File: src/rtl/wiscCore_settings.svh
// wisc execute core sizing
// data word width, register count and data memory depth shared by
// the package and every block of the core

`ifndef WISC_CORE_SETTINGS_SVH
`define WISC_CORE_SETTINGS_SVH

// width of one data word and of the pc
`define WISC_DATA_WIDTH 16
// eight architectural registers, 3-bit index
`define WISC_REG_COUNT 8
// data memory depth in words
`define WISC_DMEM_WORDS 64

`endif

File: src/rtl/wiscPkg.sv
// wisc core types
// opcode and function encodings, the instruction word views, the
// decoded control bundle and the retire record

`include "wiscCore_settings.svh"

package wiscPkg;

	//////////////////////////////////////////////////////////////////////
	// encodings
	typedef enum logic [4:0] {
		OP_HALT = 5'b00000, OP_NOP  = 5'b00001, OP_SIIC = 5'b00010, OP_RTI  = 5'b00011,
		OP_J    = 5'b00100, OP_JR   = 5'b00101, OP_JAL  = 5'b00110, OP_JALR = 5'b00111,
		OP_SUBI = 5'b01000, OP_ADDI = 5'b01001, OP_ANDNI = 5'b01010, OP_XORI = 5'b01011,
		OP_BNEZ = 5'b01100, OP_BEQZ = 5'b01101, OP_BLTZ = 5'b01110, OP_BGEZ = 5'b01111,
		OP_ST   = 5'b10000, OP_LD   = 5'b10001, OP_SLBI = 5'b10010, OP_STU  = 5'b10011,
		OP_ROLI = 5'b10100, OP_SLLI = 5'b10101, OP_RORI = 5'b10110, OP_SRLI = 5'b10111,
		OP_LBI  = 5'b11000, OP_BTR  = 5'b11001, OP_ALU2 = 5'b11010, OP_ALU1 = 5'b11011,
		OP_SEQ  = 5'b11100, OP_SLT  = 5'b11101, OP_SLE  = 5'b11110, OP_SCO  = 5'b11111
	} opcodeT;

	// funct field, meaning depends on the R-format group
	typedef logic [1:0] functT;
	localparam functT FN_ADD = 2'b00, FN_SUB = 2'b01, FN_XOR = 2'b10, FN_ANDN = 2'b11;
	localparam functT FN_ROL = 2'b00, FN_SLL = 2'b01, FN_ROR = 2'b10, FN_SRL = 2'b11;

	typedef enum logic [3:0] {
		ALU_ADD, ALU_XOR, ALU_ANDN, ALU_ROL, ALU_SLL, ALU_ROR, ALU_SRL,
		ALU_SEQ, ALU_SLT, ALU_SLE, ALU_BTR, ALU_LBI, ALU_SLBI
	} aluOpT;

	// immediate extension selector
	typedef enum logic [2:0] {
		SE_ZEXT5 = 3'b000, SE_ZEXT8 = 3'b001, SE_SEXT5 = 3'b010,
		SE_SEXT8 = 3'b100, SE_SEXT11 = 3'b110
	} seSelT;

	// destination: rd at 4:2, rd at 7:5, rs, or r7 for links
	typedef enum logic [1:0] {RD_RFMT, RD_IFMT, RD_RS, RD_R7} regDstT;

	//////////////////////////////////////////////////////////////////////
	// instruction word, one 16-bit word seen four ways
	typedef struct packed {
		opcodeT opcode;
		logic [2:0] rs;
		logic [2:0] rt;
		logic [2:0] rd;
		functT funct;
	} rFmtT;

	typedef struct packed {
		opcodeT opcode;
		logic [2:0] rs;
		logic [2:0] rd;
		logic [4:0] imm5;
	} iFmt1T;

	typedef struct packed {
		opcodeT opcode;
		logic [2:0] rs;
		logic [7:0] imm8;
	} iFmt2T;

	typedef struct packed {
		opcodeT opcode;
		logic [10:0] disp;
	} jFmtT;

	typedef union packed {
		rFmtT rFmt;
		iFmt1T iFmt1;
		iFmt2T iFmt2;
		jFmtT jFmt;
	} instrT;

	//////////////////////////////////////////////////////////////////////
	// decoder output
	typedef struct packed {
		logic regWrite;
		regDstT regDst;
		seSelT seSel;
		logic aluSrc2;
		logic invA;
		logic invB;
		logic cin;
		aluOpT aluOp;
		logic memEn;
		logic memWrite;
		logic memToReg;
		logic branching;
		logic jump;
		logic pcImm;
		logic halt;
		logic err;
	} ctrlT;

	// one retired instruction
	typedef struct packed {
		logic regWrite;
		logic [$clog2(`WISC_REG_COUNT)-1:0] wrReg;
		logic [`WISC_DATA_WIDTH-1:0] wrData;
		logic [`WISC_DATA_WIDTH-1:0] nextPc;
		logic memWrite;
		logic [`WISC_DATA_WIDTH-1:0] memAddr;
		logic [`WISC_DATA_WIDTH-1:0] memData;
		logic halt;
		logic err;
	} retireT;

endpackage

File: src/rtl/control.sv
// wisc instruction decoder
// maps the 5-bit opcode and 2-bit funct field onto the control bundle
// used by the register file, alu, branch unit and data memory

`timescale 1ns/1ps

module control (
	input  wiscPkg::opcodeT opcode,
	input  wiscPkg::functT  funct,
	output wiscPkg::ctrlT   ctrl
);

	import wiscPkg::*;

	always_comb begin
		// defaults: write a register, second operand from rt
		ctrl = '0;
		ctrl.regWrite = 1'b1;
		ctrl.aluSrc2 = 1'b1;
		ctrl.regDst = RD_RFMT;
		ctrl.seSel = SE_ZEXT5;
		ctrl.aluOp = ALU_ADD;

		case (opcode)
			//////////////////////////////////////////////////////////////////////
			// R-format
			OP_ALU1: begin
				case (funct)
					FN_ADD: ctrl.aluOp = ALU_ADD;
					// rt - rs as ~rs + rt + 1
					FN_SUB: begin
						ctrl.invA = 1'b1;
						ctrl.cin = 1'b1;
					end
					FN_XOR: ctrl.aluOp = ALU_XOR;
					FN_ANDN: begin
						ctrl.invB = 1'b1;
						ctrl.aluOp = ALU_ANDN;
					end
				endcase
			end
			OP_ALU2: begin
				case (funct)
					FN_ROL: ctrl.aluOp = ALU_ROL;
					FN_SLL: ctrl.aluOp = ALU_SLL;
					FN_ROR: ctrl.aluOp = ALU_ROR;
					FN_SRL: ctrl.aluOp = ALU_SRL;
				endcase
			end
			// set ops subtract rt from rs, the alu looks at the difference
			OP_SEQ, OP_SLT, OP_SLE: begin
				ctrl.invB = 1'b1;
				ctrl.cin = 1'b1;
				ctrl.aluOp = (opcode == OP_SEQ) ? ALU_SEQ :
					(opcode == OP_SLT) ? ALU_SLT : ALU_SLE;
			end
			OP_BTR: ctrl.aluOp = ALU_BTR;

			//////////////////////////////////////////////////////////////////////
			// I-format 1, destination in bits 7:5
			OP_SUBI, OP_ADDI: begin
				ctrl.aluSrc2 = 1'b0;
				ctrl.seSel = SE_SEXT5;
				ctrl.regDst = RD_IFMT;
				// imm - rs
				ctrl.invA = (opcode == OP_SUBI);
				ctrl.cin = (opcode == OP_SUBI);
			end
			OP_ANDNI, OP_XORI: begin
				ctrl.aluSrc2 = 1'b0;
				ctrl.regDst = RD_IFMT;
				ctrl.invB = (opcode == OP_ANDNI);
				ctrl.aluOp = (opcode == OP_ANDNI) ? ALU_ANDN : ALU_XOR;
			end
			// shift amount is the zero-extended imm
			OP_ROLI, OP_SLLI, OP_RORI, OP_SRLI: begin
				ctrl.aluSrc2 = 1'b0;
				ctrl.regDst = RD_IFMT;
				case (opcode)
					OP_ROLI: ctrl.aluOp = ALU_ROL;
					OP_SLLI: ctrl.aluOp = ALU_SLL;
					OP_RORI: ctrl.aluOp = ALU_ROR;
					default: ctrl.aluOp = ALU_SRL;
				endcase
			end
			// address = rs + sext(imm5), store data comes from bits 7:5
			OP_ST, OP_STU: begin
				ctrl.aluSrc2 = 1'b0;
				ctrl.seSel = SE_SEXT5;
				ctrl.memEn = 1'b1;
				ctrl.memWrite = 1'b1;
				// stu writes the address back into rs
				ctrl.regWrite = (opcode == OP_STU);
				ctrl.regDst = RD_RS;
			end
			OP_LD: begin
				ctrl.aluSrc2 = 1'b0;
				ctrl.seSel = SE_SEXT5;
				ctrl.memEn = 1'b1;
				ctrl.memToReg = 1'b1;
				ctrl.regDst = RD_IFMT;
			end

			//////////////////////////////////////////////////////////////////////
			// I-format 2
			OP_BNEZ, OP_BEQZ, OP_BLTZ, OP_BGEZ: begin
				ctrl.seSel = SE_SEXT8;
				ctrl.regWrite = 1'b0;
				ctrl.branching = 1'b1;
			end
			OP_LBI: begin
				ctrl.aluSrc2 = 1'b0;
				ctrl.seSel = SE_SEXT8;
				ctrl.regDst = RD_RS;
				ctrl.aluOp = ALU_LBI;
			end
			OP_SLBI: begin
				ctrl.aluSrc2 = 1'b0;
				ctrl.seSel = SE_ZEXT8;
				ctrl.regDst = RD_RS;
				ctrl.aluOp = ALU_SLBI;
			end
			// register-relative jumps, jalr links through r7
			OP_JR, OP_JALR: begin
				ctrl.seSel = SE_SEXT8;
				ctrl.jump = 1'b1;
				ctrl.regWrite = (opcode == OP_JALR);
				ctrl.regDst = RD_R7;
			end

			//////////////////////////////////////////////////////////////////////
			// J-format, pc-relative
			OP_J, OP_JAL: begin
				ctrl.seSel = SE_SEXT11;
				ctrl.pcImm = 1'b1;
				ctrl.regWrite = (opcode == OP_JAL);
				ctrl.regDst = RD_R7;
			end

			OP_NOP: ctrl.regWrite = 1'b0;
			OP_HALT: begin
				ctrl.regWrite = 1'b0;
				ctrl.halt = 1'b1;
			end
			// siic, rti, sco and anything else are not supported here
			default: begin
				ctrl.regWrite = 1'b0;
				ctrl.err = 1'b1;
			end
		endcase
	end

endmodule

File: src/rtl/regFile.sv
// wisc register file
// eight data registers, two combinational read ports and one write
// port that lands on the rising clock edge

`timescale 1ns/1ps

`include "wiscCore_settings.svh"

module regFile (
	input  logic clk,
	input  logic reset,
	input  logic [$clog2(`WISC_REG_COUNT)-1:0] rdAddrA,
	input  logic [$clog2(`WISC_REG_COUNT)-1:0] rdAddrB,
	input  logic wrEn,
	input  logic [$clog2(`WISC_REG_COUNT)-1:0] wrAddr,
	input  logic [`WISC_DATA_WIDTH-1:0] wrData,
	output logic [`WISC_DATA_WIDTH-1:0] rdDataA,
	output logic [`WISC_DATA_WIDTH-1:0] rdDataB
);

	logic [`WISC_DATA_WIDTH-1:0] regs [`WISC_REG_COUNT];

	// all registers start at zero
	always_ff @(posedge clk) begin
		if (reset) begin
			for (int i = 0; i < `WISC_REG_COUNT; i++) begin
				regs[i] <= '0;
			end
		end else if (wrEn) begin
			regs[wrAddr] <= wrData;
		end
	end

	// no bypass, a write shows up for the next instruction
	assign rdDataA = regs[rdAddrA];
	assign rdDataB = regs[rdAddrB];

endmodule

File: src/rtl/alu.sv
// wisc alu
// one adder shared by add, subtract and the set compares, plus logic,
// shift, rotate, bit reverse and the two byte-immediate loads

`timescale 1ns/1ps

`include "wiscCore_settings.svh"

module alu (
	input  logic [`WISC_DATA_WIDTH-1:0] opA,
	input  logic [`WISC_DATA_WIDTH-1:0] opB,
	input  wiscPkg::aluOpT aluOp,
	input  logic invA,
	input  logic invB,
	input  logic cin,
	output logic [`WISC_DATA_WIDTH-1:0] result
);

	import wiscPkg::*;

	localparam int W = `WISC_DATA_WIDTH;
	localparam int SHW = $clog2(W);

	logic [W-1:0] a;
	logic [W-1:0] b;
	logic [W-1:0] sum;
	logic [SHW-1:0] shAmt;
	logic [2*W-1:0] rotL;
	logic [2*W-1:0] rotR;
	logic [W-1:0] bitRev;
	logic ovf;
	logic isLt;
	logic isEq;

	// operand conditioning, sub is ~a + b + 1
	assign a = invA ? ~opA : opA;
	assign b = invB ? ~opB : opB;
	assign sum = a + b + {{(W-1){1'b0}}, cin};

	// signed compare on a - b (b already inverted with carry-in)
	assign ovf = (a[W-1] == b[W-1]) && (sum[W-1] != a[W-1]);
	assign isLt = sum[W-1] ^ ovf;
	assign isEq = (sum == '0);

	// rotates via a doubled word
	assign shAmt = opB[SHW-1:0];
	assign rotL = {a, a} << shAmt;
	assign rotR = {a, a} >> shAmt;

	always_comb begin
		for (int i = 0; i < W; i++) begin
			bitRev[i] = a[W-1-i];
		end
	end

	always_comb begin
		case (aluOp)
			ALU_ADD:  result = sum;
			ALU_XOR:  result = a ^ b;
			ALU_ANDN: result = a & b;
			ALU_ROL:  result = rotL[2*W-1:W];
			ALU_SLL:  result = a << shAmt;
			ALU_ROR:  result = rotR[W-1:0];
			ALU_SRL:  result = a >> shAmt;
			ALU_SEQ:  result = {{(W-1){1'b0}}, isEq};
			ALU_SLT:  result = {{(W-1){1'b0}}, isLt};
			ALU_SLE:  result = {{(W-1){1'b0}}, isLt | isEq};
			ALU_BTR:  result = bitRev;
			ALU_LBI:  result = b;
			// byte shifted in at the bottom
			ALU_SLBI: result = (a << 8) | b;
			default:  result = sum;
		endcase
	end

endmodule

File: src/rtl/branchUnit.sv
// wisc branch and jump unit
// tests rs against zero for the conditional branches and picks the
// next pc among pc+2, pc-relative and register-relative targets

`timescale 1ns/1ps

`include "wiscCore_settings.svh"

module branchUnit (
	input  wiscPkg::ctrlT ctrl,
	input  wiscPkg::opcodeT opcode,
	input  logic [`WISC_DATA_WIDTH-1:0] rsValue,
	input  logic [`WISC_DATA_WIDTH-1:0] pc,
	input  logic [`WISC_DATA_WIDTH-1:0] imm,
	output logic [`WISC_DATA_WIDTH-1:0] nextPc
);

	import wiscPkg::*;

	logic [`WISC_DATA_WIDTH-1:0] pcInc;
	logic taken;

	assign pcInc = pc + `WISC_DATA_WIDTH'(2);

	// condition on rs only, sign bit for the lt/ge pair
	always_comb begin
		case (opcode)
			OP_BNEZ: taken = (rsValue != '0);
			OP_BEQZ: taken = (rsValue == '0);
			OP_BLTZ: taken = rsValue[`WISC_DATA_WIDTH-1];
			OP_BGEZ: taken = !rsValue[`WISC_DATA_WIDTH-1];
			default: taken = 1'b0;
		endcase
	end

	always_comb begin
		if (ctrl.jump) begin
			// jr / jalr
			nextPc = rsValue + imm;
		end else if (ctrl.pcImm || (ctrl.branching && taken)) begin
			nextPc = pcInc + imm;
		end else begin
			nextPc = pcInc;
		end
	end

endmodule

File: src/rtl/dataMem.sv
// wisc data memory
// word-addressed store, combinational read, write on the clock edge

`timescale 1ns/1ps

`include "wiscCore_settings.svh"

module dataMem (
	input  logic clk,
	input  logic reset,
	input  logic [`WISC_DATA_WIDTH-1:0] addr,
	input  logic wrEn,
	input  logic [`WISC_DATA_WIDTH-1:0] wrData,
	output logic [`WISC_DATA_WIDTH-1:0] rdData
);

	localparam int ADDR_BITS = $clog2(`WISC_DMEM_WORDS);

	logic [`WISC_DATA_WIDTH-1:0] mem [`WISC_DMEM_WORDS];
	logic [ADDR_BITS-1:0] wordAddr;

	// byte address in, drop bit 0 and wrap on the depth
	assign wordAddr = addr[ADDR_BITS:1];

	always_ff @(posedge clk) begin
		if (reset) begin
			for (int i = 0; i < `WISC_DMEM_WORDS; i++) begin
				mem[i] <= '0;
			end
		end else if (wrEn) begin
			mem[wordAddr] <= wrData;
		end
	end

	assign rdData = mem[wordAddr];

endmodule

File: src/rtl/wiscCore.sv
// wisc execute core
// decodes and executes one strobed instruction per cycle and presents
// its retire record on the following cycle

`timescale 1ns/1ps

`include "wiscCore_settings.svh"

module wiscCore (
	input  logic clk,
	input  logic reset,
	input  logic instrValid,
	input  wiscPkg::instrT instr,
	input  logic [`WISC_DATA_WIDTH-1:0] pc,
	output logic retireValid,
	output wiscPkg::retireT retire
);

	import wiscPkg::*;

	localparam int W = `WISC_DATA_WIDTH;
	localparam int RB = $clog2(`WISC_REG_COUNT);

	ctrlT ctrl;
	retireT retireNext;
	logic [W-1:0] rsValue;
	logic [W-1:0] rtValue;
	logic [W-1:0] immExt;
	logic [W-1:0] aluOpB;
	logic [W-1:0] aluResult;
	logic [W-1:0] memRdData;
	logic [W-1:0] branchPc;
	logic [W-1:0] pcInc;
	logic [W-1:0] wbData;
	logic [RB-1:0] wrReg;
	logic regWrEn;
	logic memWrEn;

	control uControl (.opcode(instr.rFmt.opcode), .funct(instr.rFmt.funct), .ctrl(ctrl));

	regFile uRegFile (
		.clk(clk), .reset(reset),
		.rdAddrA(instr.rFmt.rs), .rdAddrB(instr.rFmt.rt),
		.wrEn(regWrEn), .wrAddr(wrReg), .wrData(wbData),
		.rdDataA(rsValue), .rdDataB(rtValue)
	);

	// immediate extension
	always_comb begin
		case (ctrl.seSel)
			SE_ZEXT5:  immExt = {{(W-5){1'b0}}, instr.iFmt1.imm5};
			SE_ZEXT8:  immExt = {{(W-8){1'b0}}, instr.iFmt2.imm8};
			SE_SEXT5:  immExt = {{(W-5){instr.iFmt1.imm5[4]}}, instr.iFmt1.imm5};
			SE_SEXT8:  immExt = {{(W-8){instr.iFmt2.imm8[7]}}, instr.iFmt2.imm8};
			SE_SEXT11: immExt = {{(W-11){instr.jFmt.disp[10]}}, instr.jFmt.disp};
			default:   immExt = '0;
		endcase
	end

	assign aluOpB = ctrl.aluSrc2 ? rtValue : immExt;

	alu uAlu (
		.opA(rsValue), .opB(aluOpB), .aluOp(ctrl.aluOp),
		.invA(ctrl.invA), .invB(ctrl.invB), .cin(ctrl.cin), .result(aluResult)
	);

	branchUnit uBranch (
		.ctrl(ctrl), .opcode(instr.rFmt.opcode), .rsValue(rsValue),
		.pc(pc), .imm(immExt), .nextPc(branchPc)
	);

	// store data is the register in bits 7:5, read on port B
	dataMem uDataMem (
		.clk(clk), .reset(reset), .addr(aluResult),
		.wrEn(memWrEn), .wrData(rtValue), .rdData(memRdData)
	);

	// destination select
	always_comb begin
		case (ctrl.regDst)
			RD_RFMT: wrReg = instr.rFmt.rd;
			RD_IFMT: wrReg = instr.iFmt1.rd;
			RD_RS:   wrReg = instr.rFmt.rs;
			default: wrReg = RB'(`WISC_REG_COUNT - 1);
		endcase
	end

	// writeback: load data, link address for jal/jalr, else alu
	assign pcInc = pc + W'(2);
	assign wbData = ctrl.memToReg ? memRdData :
		(ctrl.regDst == RD_R7) ? pcInc : aluResult;

	// errors never touch architectural state
	assign regWrEn = instrValid && ctrl.regWrite && !ctrl.err;
	assign memWrEn = instrValid && ctrl.memWrite && !ctrl.err;

	always_comb begin
		retireNext.regWrite = ctrl.regWrite && !ctrl.err;
		retireNext.wrReg = wrReg;
		retireNext.wrData = wbData;
		retireNext.nextPc = branchPc;
		retireNext.memWrite = ctrl.memWrite && !ctrl.err;
		retireNext.memAddr = ctrl.memEn ? aluResult : '0;
		retireNext.memData = ctrl.memWrite ? rtValue : '0;
		retireNext.halt = ctrl.halt;
		retireNext.err = ctrl.err;
	end

	//////////////////////////////////////////////////////////////////////
	// retire stage, one record per strobe a cycle later
	always_ff @(posedge clk) begin
		if (reset) begin
			retireValid <= 1'b0;
		end else begin
			retireValid <= instrValid;
		end
	end

	always_ff @(posedge clk) begin
		if (instrValid) begin
			retire <= retireNext;
		end
	end

endmodule

File: config.mk
export PLATFORM = sky130hd
export DESIGN_NAME = wiscCore
export DESIGN_NICKNAME = d
export VERILOG_FILES = /design/src/rtl/wiscPkg.sv /design/src/rtl/control.sv /design/src/rtl/regFile.sv /design/src/rtl/alu.sv /design/src/rtl/branchUnit.sv /design/src/rtl/dataMem.sv /design/src/rtl/wiscCore.sv
export VERILOG_INCLUDE_DIRS = /design/src /design/src/rtl
export SDC_FILE = /design/constraint.sdc
export NUM_CORES = 2
export LEC_CHECK = 0
export ABC_AREA = 1
export CORE_MARGIN = 2
export CORE_UTILIZATION = 50
export CTS_CLUSTER_DIAMETER = 200
export CTS_CLUSTER_SIZE = 28
export DETAILED_ROUTE_END_ITERATION = 6
export DONT_BUFFER_PORTS = 1
export GPL_TIMING_DRIVEN = 1
export SYNTH_ARGS = -nofsm -noshare
export SYNTH_HDL_FRONTEND = slang
export SYNTH_HIERARCHICAL = 1
export SYNTH_SLANG_ARGS = --single-unit
File: constraint.sdc
create_clock -name clk -period 11 [get_ports clk]
set_input_delay 0 -clock clk [delete_from_list [all_inputs] [get_ports clk]]
set_output_delay 0 -clock clk [all_outputs]
set_load 0.02 [all_outputs]
**Yosys cells after proc, flatten, opt, wreduce, memory -nomap -nowiden**

Memory sizes are Yosys's and may differ from the RTL's.
Cells that the tools add are included.

- Bits in registers: 72
- Latch bits: 0
- RAM bits: 1152
- ROM bits: 0
- Input bits: 35
- Word-level logic and storage cells: 164
- Memories: 2

- $add $sub $neg: 5
- Multipliers: 0
- Divide/modulo/power cells: 0
- Order comparisons: 0
- Equality and inequality tests: 52
- Shift operators: 4
- Multiplexer cells: 48
- Bitwise operators: 7
- Reduce and logical (&&, ||, !) cells: 36

Memory list:

| name | words | width | rd ports | clocked after Yosys merged registers in | wr ports | line | source |
|---|---|---|---|---|---|---|---|
| uDataMem.mem | 64 | 16 | 1 | 0 | 64 | dataMem.sv:19 | `` logic [`WISC_DATA_WIDTH-1:0] mem [`WISC_DMEM_WORDS]; `` |
| uRegFile.regs | 8 | 16 | 2 | 0 | 8 | regFile.sv:21 | `` logic [`WISC_DATA_WIDTH-1:0] regs [`WISC_REG_COUNT]; `` |

Operators with widths:

| cell | number |
|---|---|
| one-hot mux 16 bit (12 select lines) | 1 |
| two-way mux 16 bit | 9 |
| one-hot mux 16 bit (5 select lines) | 1 |
| equality test 5 bit (second input constant) | 15 |
| adder 16 bit | 3 |
| equality test 5 x 4 -> 1 bit (second input constant) | 8 |
| zero test 16 bit | 2 |
| NOT 16 bit | 2 |
| one-hot mux 4 bit (8 select lines) | 1 |
| OR reduction 16 bit | 2 |
| << shifter 32 x 4 -> 32 bit | 1 |
| >> shifter 32 x 4 -> 16 bit | 1 |
| OR reduction 29 bit | 1 |
| two-way mux 1 bit | 21 |
| equality test 4 bit (second input constant) | 5 |
| equality test 5 x 3 -> 1 bit (second input constant) | 4 |
| one-hot mux 3 bit (3 select lines) | 2 |
| OR reduction 17 bit | 1 |
| adder 16 x 1 -> 16 bit | 1 |
| adder 16 x 2 -> 16 bit (second input constant) | 1 |
| AND 16 bit | 1 |
| equality test 4 x 3 -> 1 bit (second input constant) | 4 |
| bitwise OR 16 bit | 1 |
| one-hot mux 4 bit (4 select lines) | 1 |
| other kinds (39) | 63 |

**Depth between registers and ports, before layout**

- Depth in word-level cells: 18
- Gate-level depth with buffers: 44

**Hierarchy**

The synthesis kept the hierarchy.

By module, submodules not included:

| module | times used | cells an instance | area each (um^2) | seq. area each (um^2) |
|---|---|---|---|---|
| dataMem | 1 | 5520 | 47865.9 | 30749.5 |
| regFile | 1 | 1032 | 7532.2 | 3843.7 |
| alu | 1 | 751 | 3774.9 | 0.0 |
| wiscCore | 1 | 395 | 3562.2 | 2152.1 |
| branchUnit | 1 | 498 | 2576.2 | 0.0 |
| control | 1 | 133 | 606.8 | 0.0 |

**Least setup slack after synthesis**

Ideal clock, no wire load.

- Kind: input-to-reg
- Start: input port instr[15] (netlist bit)
- End: memory uDataMem/mem[10][0] (netlist bit), enable pin
- Data arrival time: 4714 ps
- Setup slack: 5915 ps
- Stages: 34
- Buffers on the path: 5
- Cells stage by stage: buf_2 -> inv_1 -> nand2_1 -> nor2_1 -> nand2_1 -> o211ai_1 -> inv_1 -> a21oi_1 -> nor2_1 -> nand2_1 -> nand2_1 -> buf_4 -> inv_1 -> nand2_1 -> nand2_1 -> nand2_2 -> nand2_1 -> inv_1 -> ha_1 -> inv_1 -> nand2_2 -> fa_1 -> nand3_1 -> nand3_1 -> nand2_1 -> nor2_1 -> a21oi_1 -> buf_4 -> inv_2 -> nor3_1 -> buf_2 -> nand2_1 -> clkbuf_1 -> nand2_1

RTL lines:

| what | line | source |
|---|---|---|
| start, declared | wiscCore.sv:13 | `input wiscPkg::instrT instr,` |
| end, declared | dataMem.sv:19 |  |

==> impl_summary.md <==
Critical path
Data on the critical path is required at its endpoint by about 11 ns. Along the worst path, the maximum fanout reaches 50. The data arrival time at the worst-slack endpoint is ~9.4 ns. STA classifies the critical path startpoint as a primary input. The worst setup path is of the primary input to register kind. The element type at the critical path end is a register. The slowest cell on the critical path is nor3_2. The largest incremental delay on the critical path is ~0.98 ns. In this design, the critical path's most frequently occurring cell is nand2_1.

Layout
The number of diodes is 0. Once layout is done, the placed cells without fillers occupy roughly 0.069 sq mm. From synthesis to final layout, the design area changed by 4.736%. The share of final-layout standard cells stronger than drive strength 1 is 0.03409. For this run, the share of the core covered by cells in the final layout is 0.5265. The number of nets in the final layout is ~8200.

Routing
After detailed routing, the number of vias per cell comes to ~5.5. The highest layer used for signal routing is met5. In the final routed layout, each cell accounts on average for 22.96 um. After the first detailed-routing iteration, the DRC count stood at between 6000 and 7000. The routed wire length on met3 is 17640 um. The count of antenna-violating nets left after detailed routing is 0. The routed design has 225400 um of wire. The detailed-router iteration count before antenna repair is 7. The met1 layer wirelength in the final routing is 89130 um. The total DRC errors in the routed layout is 0.

The amount of wire on met2 after detailed routing is roughly 110000 um. The total via count in the routed design is approximately 55000.

Floorplan
The floorplan step set the die height to 367.1 um. The die is roughly 370 um wide. For this configuration, the core starts out at a cell density of 0.5027. The die covers approximately 0.13 sq mm. The count of pins on the block boundary is roughly 110.

Row generation in the floorplan step produced ~130 rows. The total area inside the core boundary comes to around 0.13 sq mm.

Pwr
The total power per unit cell area is 178.9 mW/mm^2. The maximum vdd ir drop is between 0.15 and 0.2 mV. The leakage power is roughly 0.032 uW.

Synth
Synthesis produced a netlist with a net count of 8424. The post-synthesis cell type count is 61. Each instance of the synthesized netlist takes up on average 7.914 sq um.

Synthesis produced 8329 cells. In the synthesized netlist the dominant register cell turns out to be edfxtp_1. The share of the Yosys chip area taken by registers is 0.5574. In this run, synthesis produced a sequential element count of around 1200. During synthesis, Yosys emitted a total of 6 warnings. The number of synthesized flops with an enable pin is about 1200. The cell area that synthesis handed to floorplanning was approximately 0.066 sq mm. Of all flip-flops after synthesis, the portion carrying an async set or reset was 0.

Timing
Adding up every negative setup slack in the final design gives 0 ns. The routed design could run at a clock period as short as between 8 and 9 ns. At the pin with the least slew margin, the transition time is around 1.2 ns. Setup violations remaining at the end of the flow were counted as 0. The clock arrives with around 0.054 ns of skew. The final-report max-slew violation count is 0. The relative max-transition margin is 0.1532. For this run, the top clock speed supported by timing is 111.1 MHz. The final cycle utilization of the critical path is 0.8180.

The hold violation count in the final report was 0. Setup repair after global routing left no endpoint under its margin. The post-route worst setup slack is roughly 2 ns.

Status
The run finished with clean final reports.

Placement
The final weighted congestion in routability-driven placement is 0.9524. Summed over all nets, the half-perimeter wirelength after detailed placement is between 100000 and 150000 um. Prior to clock tree synthesis, the placed netlist has a worst setup slack of 2.624 ns.

Summing all placed instances gives a cell area of about 0.067 sq mm. The count of buffers added on input and output ports is 0.

Clocking
The later pin in the worst-skew pair is clocked with a latency of between 0.7 and 0.8 ns. In this run the deepest clock path goes through 3 buffers. TritonCTS built the clock tree. The clock sink count is around 1200.

CTS built an H-tree with a depth of 2. The total CTS buffers is 50. The cell sitting at the root of the clock tree is a clkbuf_16. The post-CTS resize count is 0. The clock transition at the registers of the reported paths is approximately 0.11 ns. The post-CTS setup-driven buffer insertion count is 0.

Global routing
The number of antenna violations at the first check in global routing is 2. The final global-route overflow total is 0. Entering global routing, the biggest net connects roughly 130 pins. For this run, the total global-route usage over all layers was measured as 0.3284. The via count of the first global-routing pass is about 51000.

The first global-routing pass estimated around 330000 um of wire.

Worst hold path
The tightest min-delay check is of the primary input to register type.

Job
The tool flagged a number of max-cap violations equal to 0.
-- synthesized netlist by cell type, drive strengths merged (3+ instances only) --
cell type,instances,share of area
nor4,8,0.0014
o21ai,95,0.0073
o22ai,13,0.0012
a31oi,5,0.00047
o211ai,18,0.0020
o21a,5,0.00057
nor2,1418,0.082
a21oi,69,0.0052
xor2,17,0.0023
clkbuf,376,0.021
nor3,31,0.0032
inv,454,0.026
nand3b,8,0.00091
xnor2,40,0.0068
a22oi,4,0.00046
a2111oi,5,0.00066
clkinv,4,0.00030
a21o,3,0.00034
o21bai,5,0.00057
nand4,22,0.0021
nand3,326,0.025
o221ai,3,0.00040
or2,10,0.00095
a21boi,3,0.00034
edfxtp,1223,0.56
nand2,3979,0.23
mux2i,4,0.00061
buf,109,0.0094
fa,3,0.00091
ha,57,0.011
-- worst max-delay path: cells and delay by family --
family / cells / cell delay [ns]
and+or+nand+nor: 14 / 4.26
xor gates and xnor gates: 1 / 0.19
adders and majority gates: 2 / 0.61
AOI/OAI and AO/OA: 3 / 0.95
buffers and inverters: 9 / 3.28
-- metal layers --
| metal | track usage | vias to the layer above |
|---|---|---|
| met1 | 0.4324 | 25945 |
| met3 | 0.03865 | 450 |
| met4 | 0.1504 | 4 |
| met5 | 0 | - |
| met2 | 0.5451 | 2467 |
| li1 | - | 25637 |
-- final cells by class --
| class | instances | area [sq um] |
|---|---|---|
| fill | 12661 | 62090 |
| sequential | 1224 | 36750 |
| multi-input combinational | 6162 | 25450 |
| tap | 1755 | 2196 |
| inverter | 458 | 1770 |
| timing repair buffer | 161 | 1486 |
| clock buffer | 57 | 1299 |
| clock inverter | 4 | 91.34 |
-- placed cells by master, fill, tap and decap left out, types with 23 or more instances in the layout --
cell	netlist	final
o21ai_0	64	64
xnor2_1	30	30
nand3_1	324	324
clkbuf_16	0	51
ha_1	57	57
a21oi_1	69	69
inv_1	424	422
nand2_2	23	23
dlygate4sd3_1	0	63
edfxtp_1	1223	1223
nand2_1	3952	3952
buf_4	7	89
o21ai_1	29	29
nor2_1	1397	1396
-- path summary, 6_finish.rpt --
path,start,end,slack [ns],depth (start not counted)
max,instr[15],uDataMem/mem[54][10],2.00,29
min,instr[11],retire[47],0.06,7
max reg2reg,uRegFile/regs[7][0],uDataMem/mem[54][10],3.15,26
min reg2reg,uRegFile/regs[0][0],retire[2],1.06,8
-- registers in the layout (all words and copies together) (netlist names) --
register and count:
retire 71, retireValid 1, uDataMem/mem 1024, uRegFile/regs 128
-- per-stage QoR --
step	std cells	power [uW]	hold WS, ns
2_1_floorplan	8329	8282	0.07238
3_3_place_gp	9696	10030	0.07662
3_5_place_dp	9696	10020	0.07652
4_1_cts	9821	12330	0.002729
5_1_grt	9821	12920	0.03523
6_report	9821	12350	0.05703
-- cells by family after synthesis --
group / Yosys count / synth area share
AOI/OAI and AO/OA: 238 / 0.02099
xor gates and xnor gates: 57 / 0.009054
adders and majority gates: 60 / 0.01173
buffers and inverters: 943 / 0.05700
DFF: 1224 / 0.5574
muxes: 4 / 0.0006074
and+or+nand+nor: 5803 / 0.3432
-- repair_timing --
action	CTS	global route
endpoints found under the hold margin	142	0
endpoints found under the setup margin	0	0
hold buffers	64	0
-- where the power goes --
group	total, uW	internal (uW)	switching, uW
clock network	2320	859	1470
logic	4610	1020	3590
registers	5420	5310	103
Note: power is estimated with default switching activity, not from simulation.
